File: src/common/ro_pkg.sv
`default_nettype none

package ro_pkg;

   // cache line geometry, 64-bit elements
   localparam int LINE_ELEMS     = 8;
   localparam int LOG_LINE_ELEMS = 3;

   localparam int N_THREADS     = 8;  // reads in flight
   localparam int LOG_N_THREADS = 3;

   localparam int N_ARIDS     = 16;   // bursts in flight
   localparam int LOG_N_ARIDS = 4;

   localparam int MAX_ELEMS = 32;     // largest single read

   typedef logic [31:0]              addr_t;   // byte address
   typedef logic [511:0]             line_t;
   typedef logic [63:0]              elem_t;
   typedef logic [7:0]               id_t;     // low LOG_N_ARIDS bits index the table
   typedef logic [LOG_N_THREADS-1:0] thread_id_t;
   typedef logic [7:0]               count_t;  // element count or index
   typedef logic [15:0]              tag_t;
   typedef logic [LINE_ELEMS-1:0]    slot_mask_t;

   typedef struct packed {
      addr_t  addr;
      count_t n_elems;
      tag_t   tag;
   } ro_req_t;

   // one record per outstanding burst
   typedef struct packed {
      thread_id_t thread;
      slot_mask_t slots;       // slots of the line that belong to the read
      count_t     start_elem;  // element index of the lowest slot
   } ro_mshr_t;

   typedef struct packed {
      tag_t   tag;
      count_t elem_id;
      elem_t  data;
   } ro_out_t;

endpackage

`default_nettype wire

File: src/hw/free_list.sv
`timescale 1ns/100ps
`default_nettype none

// circular buffer of free indices, holds all of them after reset
module free_list #(
   parameter int LOG_DEPTH = 4
) (
   input  logic                 clk,
   input  logic                 rstn,

   input  logic                 push,
   input  logic [LOG_DEPTH-1:0] push_idx,
   input  logic                 pop,

   output logic [LOG_DEPTH-1:0] head,
   output logic                 empty,
   output logic                 full
);

logic [LOG_DEPTH-1:0] mem [0:2**LOG_DEPTH-1];
logic [LOG_DEPTH-1:0] rd_ptr;
logic [LOG_DEPTH-1:0] wr_ptr;
logic [LOG_DEPTH:0]   count;

always_ff @(posedge clk) begin
   if (!rstn) begin
      for (int i = 0; i < 2**LOG_DEPTH; i++) begin
         mem[i] <= LOG_DEPTH'(i);
      end
      rd_ptr <= '0;
      wr_ptr <= '0;  // wraps onto rd_ptr, buffer is full
      count  <= (LOG_DEPTH+1)'(2**LOG_DEPTH);
   end else begin
      if (push) begin
         mem[wr_ptr] <= push_idx;
         wr_ptr      <= wr_ptr + 1'b1;
      end
      if (pop) rd_ptr <= rd_ptr + 1'b1;
      if (push && !pop) count <= count + 1'b1;
      else if (pop && !push) count <= count - 1'b1;
   end
end

assign head  = mem[rd_ptr];
assign empty = (count == '0);
assign full  = (count == (LOG_DEPTH+1)'(2**LOG_DEPTH));

endmodule

`default_nettype wire

File: src/hw/ro_req/ro_burst_splitter.sv
`timescale 1ns/100ps
`default_nettype none

module ro_burst_splitter import ro_pkg::*; (
   input  logic       clk,
   input  logic       rstn,

   input  logic       req_valid,
   output logic       req_ready,
   input  ro_req_t    req,

   input  thread_id_t thread_head,
   input  logic       thread_empty,
   output logic       thread_pop,

   input  id_t        id_head,
   input  logic       id_empty,
   output logic       id_pop,

   output logic       arvalid,
   input  logic       arready,
   output addr_t      araddr,
   output id_t        arid,

   output logic       new_valid,
   output thread_id_t new_thread,
   output tag_t       new_tag,
   output count_t     new_n_elems,

   input  id_t        rid_lookup,
   output ro_mshr_t   rid_mshr
);

typedef enum logic {
   S_IDLE,
   S_ISSUE
} state_t;

state_t     state;
addr_t      cur_addr;
count_t     remaining;   // elements not yet issued
count_t     issued;      // elements issued so far
thread_id_t cur_thread;

logic [LOG_LINE_ELEMS-1:0] slot_first;
count_t     room;
count_t     burst_elems;
logic       last_burst;
logic       accept;
logic       ar_fire;
slot_mask_t burst_slots;
ro_mshr_t   mshr_table [0:N_ARIDS-1];

assign slot_first  = cur_addr[3 +: LOG_LINE_ELEMS];  // 8 bytes per element
assign room        = count_t'(LINE_ELEMS) - count_t'(slot_first);
assign burst_elems = (remaining < room) ? remaining : room;
assign last_burst  = (remaining <= room);

always_comb begin
   for (int i = 0; i < LINE_ELEMS; i++) begin
      burst_slots[i] = (count_t'(i) >= count_t'(slot_first)) &&
                       (count_t'(i) <  count_t'(slot_first) + burst_elems);
   end
end

assign arvalid = (state == S_ISSUE) && !id_empty;
assign araddr  = cur_addr;
assign arid    = id_head;
assign ar_fire = arvalid && arready;
assign id_pop  = ar_fire;

// a new read may enter on the cycle the final burst of the old one goes out
assign req_ready  = !thread_empty && ((state == S_IDLE) || (ar_fire && last_burst));
assign accept     = req_valid && req_ready;
assign thread_pop = accept;

assign new_valid   = accept;
assign new_thread  = thread_head;
assign new_tag     = req.tag;
assign new_n_elems = req.n_elems;

always_ff @(posedge clk) begin
   if (!rstn) begin
      state <= S_IDLE;
   end else if (accept) begin
      state <= S_ISSUE;
   end else if (ar_fire && last_burst) begin
      state <= S_IDLE;
   end
end

always_ff @(posedge clk) begin
   if (accept) begin
      cur_addr   <= req.addr;
      remaining  <= req.n_elems;
      issued     <= '0;
      cur_thread <= thread_head;
   end else if (ar_fire) begin
      cur_addr  <= cur_addr + (addr_t'(burst_elems) << 3);
      remaining <= remaining - burst_elems;
      issued    <= issued + burst_elems;
   end
end

always_ff @(posedge clk) begin
   if (ar_fire) begin
      mshr_table[arid[LOG_N_ARIDS-1:0]] <= '{thread: cur_thread,
                                             slots: burst_slots,
                                             start_elem: issued};
   end
end

assign rid_mshr = mshr_table[rid_lookup[LOG_N_ARIDS-1:0]];

endmodule

`default_nettype wire

File: src/hw/ro_resp/ro_line_unpacker.sv
`timescale 1ns/100ps
`default_nettype none

module ro_line_unpacker import ro_pkg::*; (
   input  logic       clk,
   input  logic       rstn,

   input  logic       new_valid,
   input  thread_id_t new_thread,
   input  tag_t       new_tag,
   input  count_t     new_n_elems,

   input  logic       rvalid,
   output logic       rready,
   input  id_t        rid,
   input  line_t      rdata,

   output id_t        rid_lookup,
   input  ro_mshr_t   rid_mshr,

   output logic       id_push,
   output id_t        id_push_idx,

   output logic       thread_push,
   output thread_id_t thread_push_idx,

   output logic       out_valid,
   input  logic       out_ready,
   output ro_out_t    out
);

logic       line_valid;  // a line is held
line_t      line_data;
slot_mask_t cur_slots;   // slots still to send
thread_id_t cur_thread;
count_t     cur_elem;

tag_t   tag_table [0:N_THREADS-1];
count_t remaining [0:N_THREADS-1];  // elements left per thread

logic [LOG_LINE_ELEMS-1:0] slot_idx;
slot_mask_t next_slots;
logic       beat;
logic       line_done;
logic       r_fire;
logic       last_elem;

// lowest pending slot goes first
always_comb begin
   slot_idx = '0;
   for (int i = LINE_ELEMS-1; i >= 0; i--) begin
      if (cur_slots[i]) slot_idx = LOG_LINE_ELEMS'(i);
   end
end

assign next_slots = cur_slots & ~(slot_mask_t'(1) << slot_idx);
assign beat       = out_valid && out_ready;
assign line_done  = beat && (next_slots == '0);
assign rready     = !line_valid || line_done;
assign r_fire     = rvalid && rready;

assign rid_lookup  = rid;
assign id_push     = r_fire;
assign id_push_idx = rid;

assign out_valid   = line_valid;
assign out.tag     = tag_table[cur_thread];
assign out.elem_id = cur_elem;
assign out.data    = line_data[slot_idx*$bits(elem_t) +: $bits(elem_t)];

assign last_elem       = (remaining[cur_thread] == count_t'(1));
assign thread_push     = beat && last_elem;  // read fully delivered
assign thread_push_idx = cur_thread;

always_ff @(posedge clk) begin
   if (!rstn) begin
      line_valid <= 1'b0;
   end else if (r_fire) begin
      line_valid <= 1'b1;
   end else if (line_done) begin
      line_valid <= 1'b0;
   end
end

always_ff @(posedge clk) begin
   if (r_fire) begin
      line_data  <= rdata;
      cur_slots  <= rid_mshr.slots;
      cur_thread <= rid_mshr.thread;
      cur_elem   <= rid_mshr.start_elem;
   end else if (beat) begin
      cur_slots <= next_slots;
      cur_elem  <= cur_elem + 1'b1;
   end
end

always_ff @(posedge clk) begin
   if (new_valid) tag_table[new_thread] <= new_tag;
end

// a fresh thread never matches the one being drained
always_ff @(posedge clk) begin
   if (!rstn) begin
      for (int t = 0; t < N_THREADS; t++) begin
         remaining[t] <= '0;
      end
   end else begin
      for (int t = 0; t < N_THREADS; t++) begin
         if (new_valid && new_thread == thread_id_t'(t)) begin
            remaining[t] <= new_n_elems;
         end else if (beat && cur_thread == thread_id_t'(t)) begin
            remaining[t] <= remaining[t] - 1'b1;
         end
      end
   end
end

endmodule

`default_nettype wire

File: src/hw/read_only_stage.sv
`timescale 1ns/100ps
`default_nettype none

module read_only_stage import ro_pkg::*; (
   input  logic    clk,
   input  logic    rstn,

   input  logic    req_valid,
   output logic    req_ready,
   input  ro_req_t req,

   output logic    arvalid,
   input  logic    arready,
   output addr_t   araddr,
   output id_t     arid,

   input  logic    rvalid,
   output logic    rready,
   input  id_t     rid,
   input  line_t   rdata,

   output logic    out_valid,
   input  logic    out_ready,
   output ro_out_t out,

   output logic    idle  // every thread is back in its list
);

thread_id_t thread_head;
logic       thread_empty;
logic       thread_pop;
logic       thread_push;
thread_id_t thread_push_idx;

logic [LOG_N_ARIDS-1:0] id_list_head;
id_t        id_head;
logic       id_empty;
logic       id_pop;
logic       id_push;
id_t        id_push_idx;

logic       new_valid;
thread_id_t new_thread;
tag_t       new_tag;
count_t     new_n_elems;

id_t        rid_lookup;
ro_mshr_t   rid_mshr;

assign id_head = id_t'(id_list_head);  // upper id bits stay zero

ro_burst_splitter burst_splitter_i (
   .clk, .rstn,
   .req_valid, .req_ready, .req,
   .thread_head, .thread_empty, .thread_pop,
   .id_head, .id_empty, .id_pop,
   .arvalid, .arready, .araddr, .arid,
   .new_valid, .new_thread, .new_tag, .new_n_elems,
   .rid_lookup, .rid_mshr
);

ro_line_unpacker line_unpacker_i (
   .clk, .rstn,
   .new_valid, .new_thread, .new_tag, .new_n_elems,
   .rvalid, .rready, .rid, .rdata,
   .rid_lookup, .rid_mshr,
   .id_push, .id_push_idx,
   .thread_push, .thread_push_idx,
   .out_valid, .out_ready, .out
);

free_list #(.LOG_DEPTH(LOG_N_ARIDS)) free_list_id_i (
   .clk, .rstn,
   .push(id_push), .push_idx(id_push_idx[LOG_N_ARIDS-1:0]), .pop(id_pop),
   .head(id_list_head), .empty(id_empty), .full()
);

free_list #(.LOG_DEPTH(LOG_N_THREADS)) free_list_thread_i (
   .clk, .rstn,
   .push(thread_push), .push_idx(thread_push_idx), .pop(thread_pop),
   .head(thread_head), .empty(thread_empty), .full(idle)
);

endmodule

`default_nettype wire

File: config.mk
export PLATFORM = sky130hd
export DESIGN_NAME = read_only_stage
export DESIGN_NICKNAME = d
export VERILOG_FILES = /design/src/common/ro_pkg.sv /design/src/hw/free_list.sv /design/src/hw/ro_req/ro_burst_splitter.sv /design/src/hw/ro_resp/ro_line_unpacker.sv /design/src/hw/read_only_stage.sv
export SDC_FILE = /design/constraint.sdc
export NUM_CORES = 2
export LEC_CHECK = 0
export ABC_AREA = 1
export ABC_CLOCK_PERIOD_IN_PS = 10100
export BUFFER_PORTS_ARGS = -buffer_cell sky130_fd_sc_hd__buf_2
export CORE_ASPECT_RATIO = 0.6
export CORE_MARGIN = 5
export CORE_UTILIZATION = 50
export DETAILED_ROUTE_END_ITERATION = 6
export MAX_ROUTING_LAYER = met4
export PLACE_DENSITY_LB_ADDON = 0.3
export SETUP_SLACK_MARGIN = 0.4
export SLEW_MARGIN = 5
export SYNTH_ARGS = -nofsm -noshare
export SYNTH_HDL_FRONTEND = slang
export SYNTH_SLANG_ARGS = --single-unit
File: constraint.sdc
create_clock -name clk -period 10.1 [get_ports clk]
set_input_delay 1.01 -clock clk [delete_from_list [all_inputs] [get_ports clk]]
set_output_delay 1.01 -clock clk [all_outputs]
set_load 0.01 [all_outputs]
==> summary.md <==
| Metric | Value |
|---|---|
| Register-to-Register Path Depth | `19` |
| Layout area overhead | `16.92%` |
| Top-count cell post-synth | `edfxtp_1` |
| Max Cap Viol | `0` |
| Post-CTS Hold Buffers | `0` |
| TritonCTS Buffers | `108` |
| Multi-input logic area | `0.01306 mm^2` |
| Core area | `0.1003 mm^2` |
| Num ports | `715` |
| Maximum fanout along the worst path | `19` |
| Share of layout cells above drive strength 1 | `20.44%` |
| Top-area cell type share of the netlist area | `68.89%` |
| LEAKAGE | `22.32 nW` |
| Drt wl/cell | `24.39 um` |
| Fraction of the mapped netlist area in simple logic gates | `13.03%` |
| Post-Synthesis Cell Area | `0.05048 mm^2` |
| Die W | `420.2 um` |
| Vias in the first global route | `32970` |
| H-tree depth | `3` |
| CTS tree | `done` |
| Final min period | `5292 ps` |
| Setup TNS Final | `0 ps` |
| Synth async-reset ratio | `0%` |
| Largest family of logic cells by synthesized area | `simple AND/OR/NAND/NOR gates` |
| Synth Instances | `4170` |
| Critical Path Sink | `burst_splitter_i.mshr_table[6][8]` |
| Slew HR | `17.57%` |
| Avg Inst Size Synth | `12.11 um^2` |
| Critical path required time | `10570 ps` |
| GRT Total Usage | `28.52%` |
| Levels on crit path | `19` |
| Critical Path End Type | `flip-flop` |
| Critical path's largest stage delay | `710 ps` |
| Hold_ws | `446.4 ps` |
| Drt pass-1 iters | `6` |
| Reg2Reg Setup Slack | `4810 ps` |
| Status | `finished clean` |
| Starting Density | `50.31%` |
| GRT overflow | `0` |
| FF+latch count, synth | `1201` |
| Hold Path Class | `in -> reg` |
| P per Cell Area | `220.8 mW/mm^2` |
| Leading area contributor after synthesis | `edfxtp_1` |
| Kind of critical path | `reg -> reg` |
| Worst Setup Start Kind | `flip-flop` |
| Initial DRC count | `4047` |
| Post-cts resize count | `0` |
| Clk_lat worst skew | `730 ps` |
| Via Count | `35850` |
| Family with the most delay on the worst path | `simple AND/OR/NAND/NOR gates` |
| Hold Path Depth | `1` |
| Ys flop type | `edfxtp_1` |
| Final Setup Violations | `0` |
| Post-synth EDFFs | `1158` |
| CP Data Arrival Time | `5760 ps` |
| Skew final | `53.35 ps` |
| Buf/Inv on CP | `5` |
| Clock Path Buffers | `3` |
| Global-route wire length before repair | `219300 um` |
| Drc violations | `0` |
| Setup crit start | `burst_splitter_i.araddr[4]` |
| # nets final | `5468` |
| Hold Vio Cnt, Final | `0` |
| Least-Margin Pin Slew | `1236 ps` |
| Slowest CP cell | `o21ai_0` |
| Post-synthesis compound-gate area fraction | `9.362%` |
| DIE HEIGHT | `256.1 um` |
| YS warnings | `0` |
| Crit share post-route | `52.40%` |
| Count of cell types in the netlist | `53` |
| Clock tree root driver cell | `clkbuf_16` |
| Postcts setup bufs | `0` |
| Largest net degree at the start of global routing | `129` |
| RSZ-0062 raised after global routing | `false` |
| Placed cell areas | `0.05531 mm^2` |
| Post-route ant nets | `0` |
| CTS sink cnt | `1201` |
| Design area | `0.05902 mm^2` |
| Multiplexer share of the synthesized area | `0.3173%` |
| Post-DP HPWL | `105400 um` |
| Register area | `0.03564 mm^2` |
| Worst vdd ir | `189.3 uV` |
| Pins Over Slew Limit | `0` |
| Post-synthesis sequential area ratio | `70.59%` |
| Initial antenna violation count | `36` |
| GP Congestion | `0.9887` |
| Clk slew on worst S/H paths | `70 ps` |
| Reg-to-Reg Start | `burst_splitter_i.araddr[4]` |
| Post-synthesis adder-cell area fraction | `1.438%` |
| Row count | `90` |
| Xor-xnor portion of the synthesized cell area | `1.388%` |
| Die area | `0.1076 mm^2` |
| Final wirelength | `153400 um` |
| Vias per cell | `5.699` |
| Worst path cell trace | `inv_1 > ha_1 > ha_1 > inv_1 > ha_1 > nand2_1 > inv_1 > o21ai_0 > nand2_2 > o21ai_0 > ha_1 > nand3_1 > nand3_1 > or2_2 > nand3_1 > inv_1 > nand3_1 > o21ai_0 > inv_1` |
| Crit-path most repeated cell | `inv_1` |
| RR Endpoint | `burst_splitter_i.mshr_table[6][8]` |
| Fillers | `7996` |
| Synth cell count leaders | `edfxtp_1, nand2_1, nor2_1` |
| I/O Buffers | `706` |
| Fmax | `189.0 MHz` |
| Main area contributors after synthesis | `edfxtp_1, nand2_1, nor2_1, o21ai_0, nand3_1` |
## logic make-up after synthesis
kind of cell,Yosys count
other cells,1
mux,16
xor+xnor,80
buf+inv,490
compound gates,780
simple gates,1547
fa+ha+maj,55
flops,1201
## how the worst min path moves through the flow
stage | from | endpoint | slack [ps]
3_3_place_gp | free_list_thread_i.rd_ptr[2] | free_list_thread_i.rd_ptr[2] | 450
3_5_place_dp | free_list_thread_i.rd_ptr[2] | flip-flop | 460
5_1_grt | rdata[452] | line_unpacker_i.line_data[452] | 390
4_1_cts | rdata[93] | line_unpacker_i.line_data[93] | 390
6_report | rdata[85] | line_unpacker_i.line_data[85] | 450
2_1_floorplan | free_list_thread_i.rd_ptr[2] | flip-flop | 430
## cell usage in the layout, fill, tap and decap left out, types with 9 or more instances in the layout
cell type	count
edfxtp_1	1158
buf_2	705
nand2_1	663
nor2_1	468
o21ai_0	335
nand3_1	270
inv_1	253
clkbuf_16	109
a221oi_1	96
a21oi_1	81
o22ai_1	70
o21ai_1	68
ha_1	50
nor3_1	47
buf_4	45
o221ai_1	43
xor2_1	43
dfxtp_1	41
xnor2_1	37
diode_2	34
clkinv_1	28
o211ai_1	27
nor2_4	22
clkbuf_1	22
nand4_1	20
a31oi_1	20
clkinv_2	19
a22oi_1	16
mux2i_1	16
inv_2	14
conb_1	11
bufinv_16	11
nor2_2	9
nand2_2	9
nor3_2	9
clkbuf_8	9
## flip-flops by register name, indices dropped and copies added (netlist names), named ones only
| signal | flops |
|---|---|
| free_list_id_i.rd_ptr | 4 |
| line_unpacker_i.tag_table | 128 |
| free_list_id_i.wr_ptr | 4 |
| line_unpacker_i.cur_slots | 8 |
| line_unpacker_i.thread_push_idx | 3 |
| free_list_thread_i.rd_ptr | 3 |
| line_unpacker_i.out_valid | 1 |
| burst_splitter_i.state | 1 |
| free_list_id_i.count | 5 |
| line_unpacker_i.remaining | 64 |
| free_list_thread_i.mem | 24 |
| burst_splitter_i.issued | 8 |
| free_list_thread_i.wr_ptr | 3 |
| line_unpacker_i.cur_elem | 8 |
| burst_splitter_i.cur_thread | 3 |
| free_list_id_i.mem | 64 |
| burst_splitter_i.mshr_table | 304 |
| burst_splitter_i.remaining | 8 |
| line_unpacker_i.line_data | 512 |
| burst_splitter_i.araddr | 32 |
| free_list_thread_i.count | 4 |
## per-stage QoR
stage          setup WS (ps)  instances  power (mW)  util (%)
6_report                4808       6290       13.03     58.82
5_1_grt                 4422       6284       13.56     58.81
4_1_cts                 4805       6256       13.04     58.74
3_5_place_dp            4616       6055       8.867     55.13
3_3_place_gp            4647       6055       8.815     55.13
2_1_floorplan           3936       4180       7.855         -
## layer usage
metal | vias up | track usage (%) | routed length [um]
met2 | 1871 | 40.57 | 68250
li1 | 16380 | - | -
met3 | 233 | 6.719 | 15650
met5 | - | - | 0
met1 | 17360 | 40.38 | 63670
met4 | 0 | 10.23 | 5842
## layout make-up
type,instances,area share (%)
inverters,280,1.800
clock buffers,140,4.971
repair buffers,751,6.585
well taps,1334,2.828
multi-input cells,2489,22.12
flip-flops and latches,1201,60.38
diodes,34,0.1442
clock inverters,61,1.170
## worst register-to-register path, stage by stage, from the launching register on
cell and delay [ps]:
edfxtp_1 490, inv_1 140, ha_1 230, ha_1 300
inv_1 50, ha_1 260, nand2_1 50, inv_1 40
o21ai_0 80, nand2_2 170, o21ai_0 710, ha_1 370
nand3_1 60, nand3_1 190, or2_2 350, nand3_1 500
inv_1 190, nand3_1 110, o21ai_0 300, inv_1 460
## report_power, final
group          internal, mW  switching, mW
sequential             6.14          0.221
combinational         0.722           1.71
clock                  2.35           1.89
total                  9.21           3.82
Note: power is estimated with default switching activity, not from simulation.
